## src/common/spi_cmd_pkg.sv

```systemverilog
`default_nettype none

package spi_cmd_pkg;

    typedef enum logic [1:0] {
        DIR_IDLE = 2'd0,
        DIR_RX   = 2'd1,
        DIR_TX   = 2'd2
    } spi_dir_e;

    // 14 bit queue entry
    typedef struct packed {
        spi_dir_e   dir;
        logic [1:0] rsvd;
        logic       cs_hold;   // keep cs low afterwards
        logic [8:0] len;       // bytes minus one
    } spi_cmd_t;

    typedef struct packed {
        logic        en;
        logic        cpha;
        logic        cpol;
        logic [15:0] div;      // half period is div+1 clocks
    } spi_cfg_t;

    typedef enum logic [2:0] {
        ST_IDLE,
        ST_RX,
        ST_TX,
        ST_DUMMY,
        ST_FINISH
    } spi_state_e;

endpackage

`default_nettype wire

```

## src/common/spi_reg_pkg.sv

```systemverilog
`default_nettype none

package spi_reg_pkg;

    typedef enum logic [4:0] {
        REG_CTRL   = 5'h00,
        REG_STATUS = 5'h04,
        REG_RDATA  = 5'h08,
        REG_WDATA  = 5'h0C,
        REG_CMD    = 5'h10
    } spi_reg_e;

    // control word fields
    localparam int CTRL_EN_BIT   = 0;
    localparam int CTRL_RST_BIT  = 1;   // self clearing
    localparam int CTRL_CPHA_BIT = 2;
    localparam int CTRL_CPOL_BIT = 3;
    localparam int CTRL_DIV_LSB  = 16;
    localparam int CTRL_DIV_MSB  = 31;

    // status bits
    localparam int ST_TX_FULL   = 0;
    localparam int ST_TX_EMPTY  = 1;
    localparam int ST_RX_FULL   = 2;
    localparam int ST_RX_EMPTY  = 3;
    localparam int ST_CMD_FULL  = 4;
    localparam int ST_CMD_EMPTY = 5;
    localparam int STATUS_W     = 6;
    localparam logic [STATUS_W-1:0] STATUS_RESET = 6'b101010;

    localparam int WORD_BITS = 32;
    localparam int BUF_BITS  = 256;
    localparam int BUF_CNT_W = $clog2(BUF_BITS) + 1;   // counts 0..BUF_BITS
    localparam int CMD_DEPTH = 8;
    localparam int CMD_PTR_W = $clog2(CMD_DEPTH);

endpackage

`default_nettype wire

```

## src/common/spi_xfer_if.sv

```systemverilog
`timescale 1ns/1ps
`default_nettype none

interface spi_xfer_if import spi_cmd_pkg::*; ();

    spi_cfg_t cfg;
    logic     cmd_valid;
    spi_cmd_t cmd;         // queue head
    logic     tx_bit;
    logic     tx_avail;

    logic     cmd_take;    // pops the head
    logic     tx_pop;
    logic     rx_push;
    logic     rx_bit;

    modport regs (
        output cfg, cmd_valid, cmd, tx_bit, tx_avail,
        input  cmd_take, tx_pop, rx_push, rx_bit
    );

    modport engine (
        input  cfg, cmd_valid, cmd, tx_bit, tx_avail,
        output cmd_take, tx_pop, rx_push, rx_bit
    );

endinterface

`default_nettype wire

```

## src/rtl/spi_wb_top.sv

```systemverilog
`timescale 1ns/1ps
`default_nettype none

module spi_wb_top (
    input  logic        clk_i,
    input  logic        arst_n_i,

    input  logic        wb_cyc_i,
    input  logic        wb_stb_i,
    input  logic        wb_we_i,
    input  logic [4:0]  wb_adr_i,
    input  logic [31:0] wb_dat_i,
    input  logic [3:0]  wb_sel_i,     // full words only
    output logic [31:0] wb_dat_o,
    output logic        wb_ack_o,

    output logic        spi_cs_n_o,
    output logic        spi_sck_o,
    output logic        spi_mosi_o,
    input  logic        spi_miso_i
);

    spi_xfer_if u_xfer ();

    spi_regs u_regs (
        .clk_i    (clk_i),
        .arst_n_i (arst_n_i),
        .cyc_i    (wb_cyc_i),
        .stb_i    (wb_stb_i),
        .we_i     (wb_we_i),
        .adr_i    (wb_adr_i),
        .dat_i    (wb_dat_i),
        .dat_o    (wb_dat_o),
        .ack_o    (wb_ack_o),
        .xfer     (u_xfer.regs)
    );

    spi_engine u_engine (
        .clk_i      (clk_i),
        .arst_n_i   (arst_n_i),
        .spi_miso_i (spi_miso_i),
        .spi_cs_n_o (spi_cs_n_o),
        .spi_sck_o  (spi_sck_o),
        .spi_mosi_o (spi_mosi_o),
        .xfer       (u_xfer.engine)
    );

endmodule

`default_nettype wire

```

## src/spi/spi_engine.sv

```systemverilog
`timescale 1ns/1ps
`default_nettype none

module spi_engine
    import spi_cmd_pkg::*;
(
    input  logic       clk_i,
    input  logic       arst_n_i,
    input  logic       spi_miso_i,
    output logic       spi_cs_n_o,
    output logic       spi_sck_o,
    output logic       spi_mosi_o,
    spi_xfer_if.engine xfer
);

    spi_state_e  state_q;
    logic [15:0] div_cnt_q;
    logic [2:0]  bit_cnt_q;
    logic [8:0]  byte_cnt_q;
    logic [8:0]  len_q;
    logic        cs_hold_q;
    logic        sck_q;         // before cpol
    logic        cs_n_q;
    logic        mosi_q;

    logic        tick;
    logic        lead;
    logic        trail;
    logic        last_bit;
    logic        fin_done;
    logic        start;
    logic        early_bit;
    logic        shift_out;
    logic        sample_in;

    always_comb begin
        tick      = div_cnt_q == xfer.cfg.div;
        lead      = tick && !sck_q;     // first edge of a bit
        trail     = tick && sck_q;
        last_bit  = bit_cnt_q == 3'd7 && byte_cnt_q == len_q;
        fin_done  = state_q == ST_FINISH && tick;
        // a held cs chains straight into the next command
        start     = xfer.cfg.en && xfer.cmd_valid &&
                    (state_q == ST_IDLE || (fin_done && cs_hold_q));
        early_bit = xfer.cmd.dir == DIR_TX && !xfer.cfg.cpha;
        shift_out = xfer.cfg.en && state_q == ST_TX &&
                    (xfer.cfg.cpha ? lead : (trail && !last_bit));
        sample_in = xfer.cfg.en && state_q == ST_RX && (xfer.cfg.cpha ? trail : lead);
    end

    assign xfer.cmd_take = start;
    assign xfer.tx_pop   = xfer.tx_avail && (shift_out || (start && early_bit));
    assign xfer.rx_push  = sample_in;
    assign xfer.rx_bit   = spi_miso_i;

    always_ff @(posedge clk_i or negedge arst_n_i) begin
        if (!arst_n_i) begin
            state_q    <= ST_IDLE;
            div_cnt_q  <= '0;
            bit_cnt_q  <= '0;
            byte_cnt_q <= '0;
            len_q      <= '0;
            cs_hold_q  <= 1'b0;
            sck_q      <= 1'b0;
            cs_n_q     <= 1'b1;
            mosi_q     <= 1'b0;
        end else if (!xfer.cfg.en) begin
            state_q <= ST_IDLE;
            sck_q   <= 1'b0;
            cs_n_q  <= 1'b1;
            mosi_q  <= 1'b0;
        end else if (start) begin
            div_cnt_q  <= '0;
            bit_cnt_q  <= '0;
            byte_cnt_q <= '0;
            len_q      <= xfer.cmd.len;
            cs_hold_q  <= xfer.cmd.cs_hold;
            sck_q      <= 1'b0;
            cs_n_q     <= 1'b0;
            mosi_q     <= early_bit && xfer.tx_avail && xfer.tx_bit;   // cpha 0 first bit
            case (xfer.cmd.dir)
                DIR_RX:  state_q <= ST_RX;
                DIR_TX:  state_q <= ST_TX;
                default: state_q <= ST_DUMMY;
            endcase
        end else if (state_q != ST_IDLE) begin
            div_cnt_q <= tick ? '0 : div_cnt_q + 16'd1;
            if (state_q == ST_FINISH) begin
                if (fin_done && !cs_hold_q) begin
                    cs_n_q  <= 1'b1;
                    state_q <= ST_IDLE;
                end
            end else if (tick) begin
                sck_q <= !sck_q;
                if (shift_out) begin
                    mosi_q <= xfer.tx_avail && xfer.tx_bit;  // 0 once buffer runs dry
                end
                if (trail) begin
                    bit_cnt_q <= bit_cnt_q + 3'd1;
                    if (bit_cnt_q == 3'd7) begin
                        byte_cnt_q <= byte_cnt_q + 9'd1;
                    end
                    if (last_bit) begin
                        state_q <= ST_FINISH;
                    end
                end
            end
        end
    end

    assign spi_cs_n_o = cs_n_q;
    assign spi_sck_o  = sck_q ^ xfer.cfg.cpol;
    assign spi_mosi_o = mosi_q;

endmodule

`default_nettype wire

```

## src/spi/spi_regs.sv

```systemverilog
`timescale 1ns/1ps
`default_nettype none

module spi_regs
    import spi_reg_pkg::*;
    import spi_cmd_pkg::*;
(
    input  logic        clk_i,
    input  logic        arst_n_i,
    input  logic        cyc_i,
    input  logic        stb_i,
    input  logic        we_i,
    input  logic [4:0]  adr_i,
    input  logic [31:0] dat_i,
    output logic [31:0] dat_o,
    output logic        ack_o,
    spi_xfer_if.regs    xfer
);

    logic [31:0]          ctrl_q;
    logic                 soft_rst;
    logic                 req;
    logic                 wr;
    logic                 rd;
    logic [STATUS_W-1:0]  status;
    logic [31:0]          rd_data;

    spi_cmd_t             cmd_mem [CMD_DEPTH];
    logic [CMD_PTR_W-1:0] cmd_wr_ptr_q;
    logic [CMD_PTR_W-1:0] cmd_rd_ptr_q;
    logic [CMD_PTR_W:0]   cmd_cnt_q;
    logic                 cmd_push;
    logic                 cmd_pop;

    logic [BUF_BITS-1:0]  tx_buf_q;
    logic [BUF_BITS-1:0]  tx_buf_n;
    logic [BUF_CNT_W-1:0] tx_cnt_q;
    logic [BUF_CNT_W-1:0] tx_cnt_n;
    logic                 tx_push;
    logic                 tx_pop;

    logic [BUF_BITS-1:0]  rx_buf_q;
    logic [BUF_BITS-1:0]  rx_buf_n;
    logic [BUF_CNT_W-1:0] rx_cnt_q;
    logic [BUF_CNT_W-1:0] rx_cnt_n;
    logic                 rx_pull;

    assign req      = cyc_i && stb_i && !ack_o;
    assign wr       = req && we_i;
    assign rd       = req && !we_i;
    assign soft_rst = ctrl_q[CTRL_RST_BIT];

    // full targets drop the write but still ack
    assign cmd_push = wr && adr_i == REG_CMD && !status[ST_CMD_FULL];
    assign cmd_pop  = xfer.cmd_take && xfer.cmd_valid;
    assign tx_push  = wr && adr_i == REG_WDATA && !status[ST_TX_FULL];
    assign tx_pop   = xfer.tx_pop && xfer.tx_avail;
    assign rx_pull  = rd && adr_i == REG_RDATA && !status[ST_RX_EMPTY];

    always_comb begin
        status[ST_TX_FULL]   = tx_cnt_q > BUF_CNT_W'(BUF_BITS - WORD_BITS);  // no room for a word
        status[ST_TX_EMPTY]  = tx_cnt_q == '0;
        status[ST_RX_FULL]   = rx_cnt_q == BUF_CNT_W'(BUF_BITS);
        status[ST_RX_EMPTY]  = rx_cnt_q == '0;
        status[ST_CMD_FULL]  = cmd_cnt_q == (CMD_PTR_W+1)'(CMD_DEPTH);
        status[ST_CMD_EMPTY] = cmd_cnt_q == '0;
    end

    always_comb begin
        tx_buf_n = tx_buf_q;
        tx_cnt_n = tx_cnt_q;
        if (tx_pop) begin
            tx_buf_n = tx_buf_q >> 1;
            tx_cnt_n = tx_cnt_q - 1'b1;
        end
        if (tx_push) begin
            tx_buf_n[tx_cnt_n[BUF_CNT_W-2:0] +: WORD_BITS] = dat_i;
            tx_cnt_n = tx_cnt_n + BUF_CNT_W'(WORD_BITS);
        end
    end

    always_comb begin
        rx_buf_n = rx_buf_q;
        rx_cnt_n = rx_cnt_q;
        if (rx_pull) begin
            rx_buf_n = rx_buf_q >> WORD_BITS;
            rx_cnt_n = (rx_cnt_q > BUF_CNT_W'(WORD_BITS)) ? rx_cnt_q - BUF_CNT_W'(WORD_BITS) : '0;
        end
        // bit is lost when the buffer is full
        if (xfer.rx_push && rx_cnt_n != BUF_CNT_W'(BUF_BITS)) begin
            rx_buf_n[rx_cnt_n[BUF_CNT_W-2:0]] = xfer.rx_bit;
            rx_cnt_n = rx_cnt_n + 1'b1;
        end
    end

    always_comb begin
        case (adr_i)
            REG_CTRL:   rd_data = ctrl_q;
            REG_STATUS: rd_data = {{(32-STATUS_W){1'b0}}, status};
            // masks off bits past the count, zero when empty
            REG_RDATA:  rd_data = rx_buf_q[WORD_BITS-1:0] & ~({WORD_BITS{1'b1}} << rx_cnt_q);
            default:    rd_data = '0;
        endcase
    end

    always_ff @(posedge clk_i or negedge arst_n_i) begin
        if (!arst_n_i) begin
            ack_o <= 1'b0;
        end else begin
            ack_o <= req;
        end
    end

    always_ff @(posedge clk_i or negedge arst_n_i) begin
        if (!arst_n_i) begin
            ctrl_q       <= '0;
            cmd_wr_ptr_q <= '0;
            cmd_rd_ptr_q <= '0;
            cmd_cnt_q    <= '0;
            tx_cnt_q     <= '0;
            rx_cnt_q     <= '0;
        end else if (soft_rst) begin
            ctrl_q       <= '0;
            cmd_wr_ptr_q <= '0;
            cmd_rd_ptr_q <= '0;
            cmd_cnt_q    <= '0;
            tx_cnt_q     <= '0;
            rx_cnt_q     <= '0;
        end else begin
            if (wr && adr_i == REG_CTRL) begin
                ctrl_q <= dat_i;
            end
            if (cmd_push) begin
                cmd_wr_ptr_q <= cmd_wr_ptr_q + 1'b1;
            end
            if (cmd_pop) begin
                cmd_rd_ptr_q <= cmd_rd_ptr_q + 1'b1;
            end
            case ({cmd_push, cmd_pop})
                2'b10:   cmd_cnt_q <= cmd_cnt_q + 1'b1;
                2'b01:   cmd_cnt_q <= cmd_cnt_q - 1'b1;
                default: cmd_cnt_q <= cmd_cnt_q;
            endcase
            tx_cnt_q <= tx_cnt_n;
            rx_cnt_q <= rx_cnt_n;
        end
    end

    always_ff @(posedge clk_i) begin
        if (cmd_push) begin
            cmd_mem[cmd_wr_ptr_q] <= spi_cmd_t'(dat_i[$bits(spi_cmd_t)-1:0]);
        end
        tx_buf_q <= tx_buf_n;
        rx_buf_q <= rx_buf_n;
        if (rd) begin
            dat_o <= rd_data;
        end
    end

    assign xfer.cfg = '{
        en:   ctrl_q[CTRL_EN_BIT],
        cpha: ctrl_q[CTRL_CPHA_BIT],
        cpol: ctrl_q[CTRL_CPOL_BIT],
        div:  ctrl_q[CTRL_DIV_MSB:CTRL_DIV_LSB]
    };
    assign xfer.cmd_valid = !status[ST_CMD_EMPTY];
    assign xfer.cmd       = cmd_mem[cmd_rd_ptr_q];
    assign xfer.tx_bit    = tx_buf_q[0];        // lsb first
    assign xfer.tx_avail  = !status[ST_TX_EMPTY];

endmodule

`default_nettype wire

```

## config.mk

```make
export PLATFORM = sky130hd
export DESIGN_NAME = spi_wb_top
export DESIGN_NICKNAME = d
export VERILOG_FILES = /design/src/common/spi_cmd_pkg.sv /design/src/common/spi_reg_pkg.sv /design/src/common/spi_xfer_if.sv /design/src/rtl/spi_wb_top.sv /design/src/spi/spi_engine.sv /design/src/spi/spi_regs.sv
export SDC_FILE = /design/constraint.sdc
export NUM_CORES = 2
export LEC_CHECK = 0
export BUFFER_PORTS_ARGS = -buffer_cell sky130_fd_sc_hd__buf_2
export CAP_MARGIN = 20
export CORE_MARGIN = 5
export CORE_UTILIZATION = 56
export CTS_CLUSTER_DIAMETER = 40
export CTS_CLUSTER_SIZE = 12
export DETAILED_ROUTE_END_ITERATION = 8
export GPL_TIMING_DRIVEN = 1
export PLACE_DENSITY = 0.85
export SYNTH_ARGS = -nofsm -noshare
export SYNTH_HDL_FRONTEND = slang
export SYNTH_SLANG_ARGS = --single-unit
```

## constraint.sdc

```tcl
create_clock -name clk_i -period 6.3 [get_ports clk_i]
set_input_delay 1.89 -clock clk_i [delete_from_list [all_inputs] [get_ports clk_i]]
set_output_delay 1.89 -clock clk_i [all_outputs]
set_load 0.01 [all_outputs]
```

==> flow_summary.ini <==
[sta]
maxSlewViolCount = 0
rsz0062_at_grt = false
fin_tns_setup_ns = 0
fin_crit_sh = 0.991
hold_viol = 0
finalCriticalPeriod_ns = 6.25
fmax_mhz = 160
worst_pin_slew_ns = 1.20
finalSetupViolCount = 0
holdWs_ns = 0.459
finClkSkew_ns = 0.0408
slew_headroom = 0.199

[grt]
grt_pass1_wl_mm = 244
grt_use_total = 0.397
grt_remaining_overflow = 0
grt_max_degree = 255
grt_pass1_vias = 39300
antenna_found_initial = 5

[pwr]
ir_drop_v = 0.000415
switching_share = 0.510
finalPower_mw = 28.8
p_leak_nw = 18.7
clockPowerShare = 0.219
p_sw_mw = 14.7
pwr-share-seq = 0.188
power.internal_mw = 14.1
power_frac_comb = 0.593
power.density_nw_per_um2 = 602

[status]
status = complete, no violations

[clock_network]
clock_sinks = 745
cts_buffer_depth = 3
cts_hold_buf = 0
h-tree-depth = 3
cts_made_buffers = 106
clk_pin_slew_ns = 0.06
clock-root-buffer = clkbuf_16
cts_tree = built
insertion_delay_ns = 0.69

[cells_and_area]
final_cell_mix = nand2_1, nor2_1, dfxtp_1, a21oi_1, a31oi_1
final_common_cell = nand2_1
finalNetCount = 5173
syn_to_final_growth_pct = 15.6
fillers = 5884
multiInputGateArea_um2 = 23200
drive_gt1_frac = 0.140
seqCellArea_um2 = 16700

[synth]
yosysUniqueCellTypes = 107
postSynth.asyncResetShare = 0.141
synth-edff-count = 128
ys_seq_area_frac = 0.404
syn-cell-area_um2 = 41400
synth_ff_type = dfxtp_1
yosys_register_bits = 745
avgSynthCellArea_um2 = 8.21
syn-instance-count = 5040
syn_nets = 5108
yosysWarningCount = 0

[placed_design]
dpl.hpwl_mm = 113
port_buffers = 78
routabilityCongestion = 1.05

[flow_run]
drv_cap = 0

[route]
drc = 0
vias = 42400
first_iter_violations = 6499
drtAntennaViolNets = 0
detailedRoute.firstPassIterationCount = 8
drt-total-wl_mm = 166
wl_per_cell_um = 26.9
viasPerCell = 6.88

[critical_path]
endpoint_kind = flip-flop
startpoint_type = flip-flop
required_ns = 6.91
slowest_delay_ns = 0.59
rrSetupSlack_ns = 0.05
slowest_stage = or4b_1
reg2regPathDepth = 16
worstPathMaxFanout = 45
rr_startpoint = u_regs.tx_cnt_q[0]
crit_type = flip-flop to flip-flop
crit_arrival_ns = 6.86
crit_path_cell_trace = inv_1 > ha_1 > or4b_1 > or3_1 > a22o_4 > xnor2_2 > buf_4 > ha_4 > buf_4 > nand2_1 > a311oi_1 > a311o_1 > nand2_1 > o221ai_1 > a22oi_1 > a31oi_1
r2r_end = u_regs.tx_buf_q[77]

[min_path]
min_to = u_regs.rx_buf_q[194]
hold_start = u_regs.rx_buf_q[226]
hp-class = flip-flop to flip-flop
hold_depth = 2

[floorplanning]
initial_core_util = 0.566
die_w_um = 282
rows = 99
boundaryPins = 83
die_area_um2 = 79400
core_um2 = 73100
die_h_um = 282
==> worst max-delay path: cells and delay by family (launching register included) <==
family          cells  cell delay (ns)
compound gates      6             2.10
simple gates        4             1.64
buf+inv             3             1.11
fa+ha+maj           2             0.68
flops               1             0.43
xor+xnor            1             0.20
==> power groups by stage <==
stage               Combinational, mW  Clock (mW)  Sequential [mW]
floorplan                        8.50           0             5.39
global placement                 15.9           0             5.48
detailed placement               15.8           0             5.49
CTS                              15.9        6.34             5.40
global route                     17.3        6.57             5.43
finish                           17.1        6.32             5.41
==> sequential cells by signal, summed over array words and instances, names as in the netlist, 4 cells and up <==
name / cells
u_engine.len_q: 9
u_regs.cmd_cnt_q: 4
u_regs.dat_o: 32
u_regs.tx_cnt_q: 9
u_regs.rx_cnt_q: 9
u_regs.cmd_mem: 96
u_regs.ctrl_q: 32
u_engine.div_cnt_q: 16
u_engine.byte_cnt_q: 9
u_regs.rx_buf_q: 256
u_regs.tx_buf_q: 256
==> per-stage QoR <==
step                      instance area, um^2   util  setup slack [ns]  instances
final                                   47800  0.655            0.0542       6158
after global routing                    47800  0.655            0.0210       6156
after CTS                               47600  0.652             0.113       6146
after detailed placement                43800  0.599             0.201       5947
after global placement                  43800  0.599             0.249       5945
after floorplan                         41400      -            0.0313       5040
==> how the worst max path moves through the flow <==
stage | from | to | cells past startpoint
6_report | u_regs.tx_cnt_q[0] | u_regs.tx_buf_q[77] | 16
5_1_grt | u_regs.tx_cnt_q[0] | u_regs.tx_buf_q[55] | 20
4_1_cts | u_regs.cmd_rd_ptr_q[0] | u_regs.tx_buf_q[243] | 17
3_5_place_dp | u_regs.tx_cnt_q[0] | u_regs.tx_buf_q[55] | 20
3_3_place_gp | u_regs.tx_cnt_q[0] | u_regs.tx_buf_q[55] | 20
2_1_floorplan | u_regs.tx_cnt_q[0] | u_regs.tx_buf_q[39] | 26
==> synthesized netlist by cell type (11+ instances only) <==
master / instances / area [um^2]
a211oi_1: 23 / 173
a21oi_1: 330 / 1650
a221oi_1: 59 / 517
a22o_1: 20 / 175
a22oi_1: 69 / 518
a31oi_1: 302 / 1890
a32o_1: 24 / 240
a32oi_1: 37 / 324
a41oi_1: 12 / 105
and2_1: 77 / 482
buf_1: 34 / 128
buf_2: 41 / 205
buf_4: 12 / 90.1
clkbuf_1: 324 / 1220
dfrtp_1: 104 / 2600
dfxtp_1: 512 / 10200
edfxtp_1: 128 / 3840
ha_1: 20 / 250
inv_1: 22 / 82.6
mux2_2: 25 / 282
mux2i_1: 283 / 2830
mux4_2: 33 / 743
nand2_1: 1043 / 3920
nand3_1: 84 / 420
nand4_1: 22 / 138
nor2_1: 592 / 2220
nor3_1: 48 / 240
nor4_1: 15 / 93.8
o211ai_1: 69 / 518
o21a_1: 20 / 150
o21ai_0: 123 / 616
o221ai_1: 37 / 324
o22a_1: 34 / 298
o22ai_1: 54 / 338
o31a_1: 14 / 123
o31ai_1: 49 / 368
o32ai_1: 11 / 96.3
or3_1: 19 / 119
xnor2_1: 34 / 298
xor2_1: 46 / 403
==> logic make-up (layout without fill, tap and decap cells) <==
kind of cell / count (synthesis) / after routing / synth area share
flip-flops: 745 / 745 / 0.404
adder cells (fa/ha/maj): 21 / 21 / 0.00653
AND/OR/NAND/NOR: 1985 / 1985 / 0.200
AO/OA/AOI/OAI: 1418 / 1418 / 0.234
XOR/XNOR: 83 / 83 / 0.0181
multiplexers: 342 / 342 / 0.0936
buffers and inverters: 446 / 602 / 0.0439
other: 0 / 3 / 0
==> what timing repair did <==
item | in CTS | in global routing
endpoints found under the setup margin | 0 | 57
hold endpoints to repair | 0 | 0
setup buffers | 0 | 2
resized for setup | 0 | 14
==> area by class of cell <==
cell class	instances	share of cell area
clock inverters	72	0.0197
diodes	3	0.000157
inverters	28	0.00225
multi-input cells	3849	0.484
flip-flops and latches	745	0.350
clock buffers	127	0.0601
well taps	959	0.0251
repair buffers	375	0.0593
==> layer usage <==
metal  up-vias  global-route usage  share of wire
li1      18500                   -              -
met1     20300               0.531           0.39
met2      2892               0.595           0.43
met3       682              0.0931           0.12
met4         6               0.223          0.072
met5         -             0.00417        0.00045
Power figures use the tool's default switching activity.
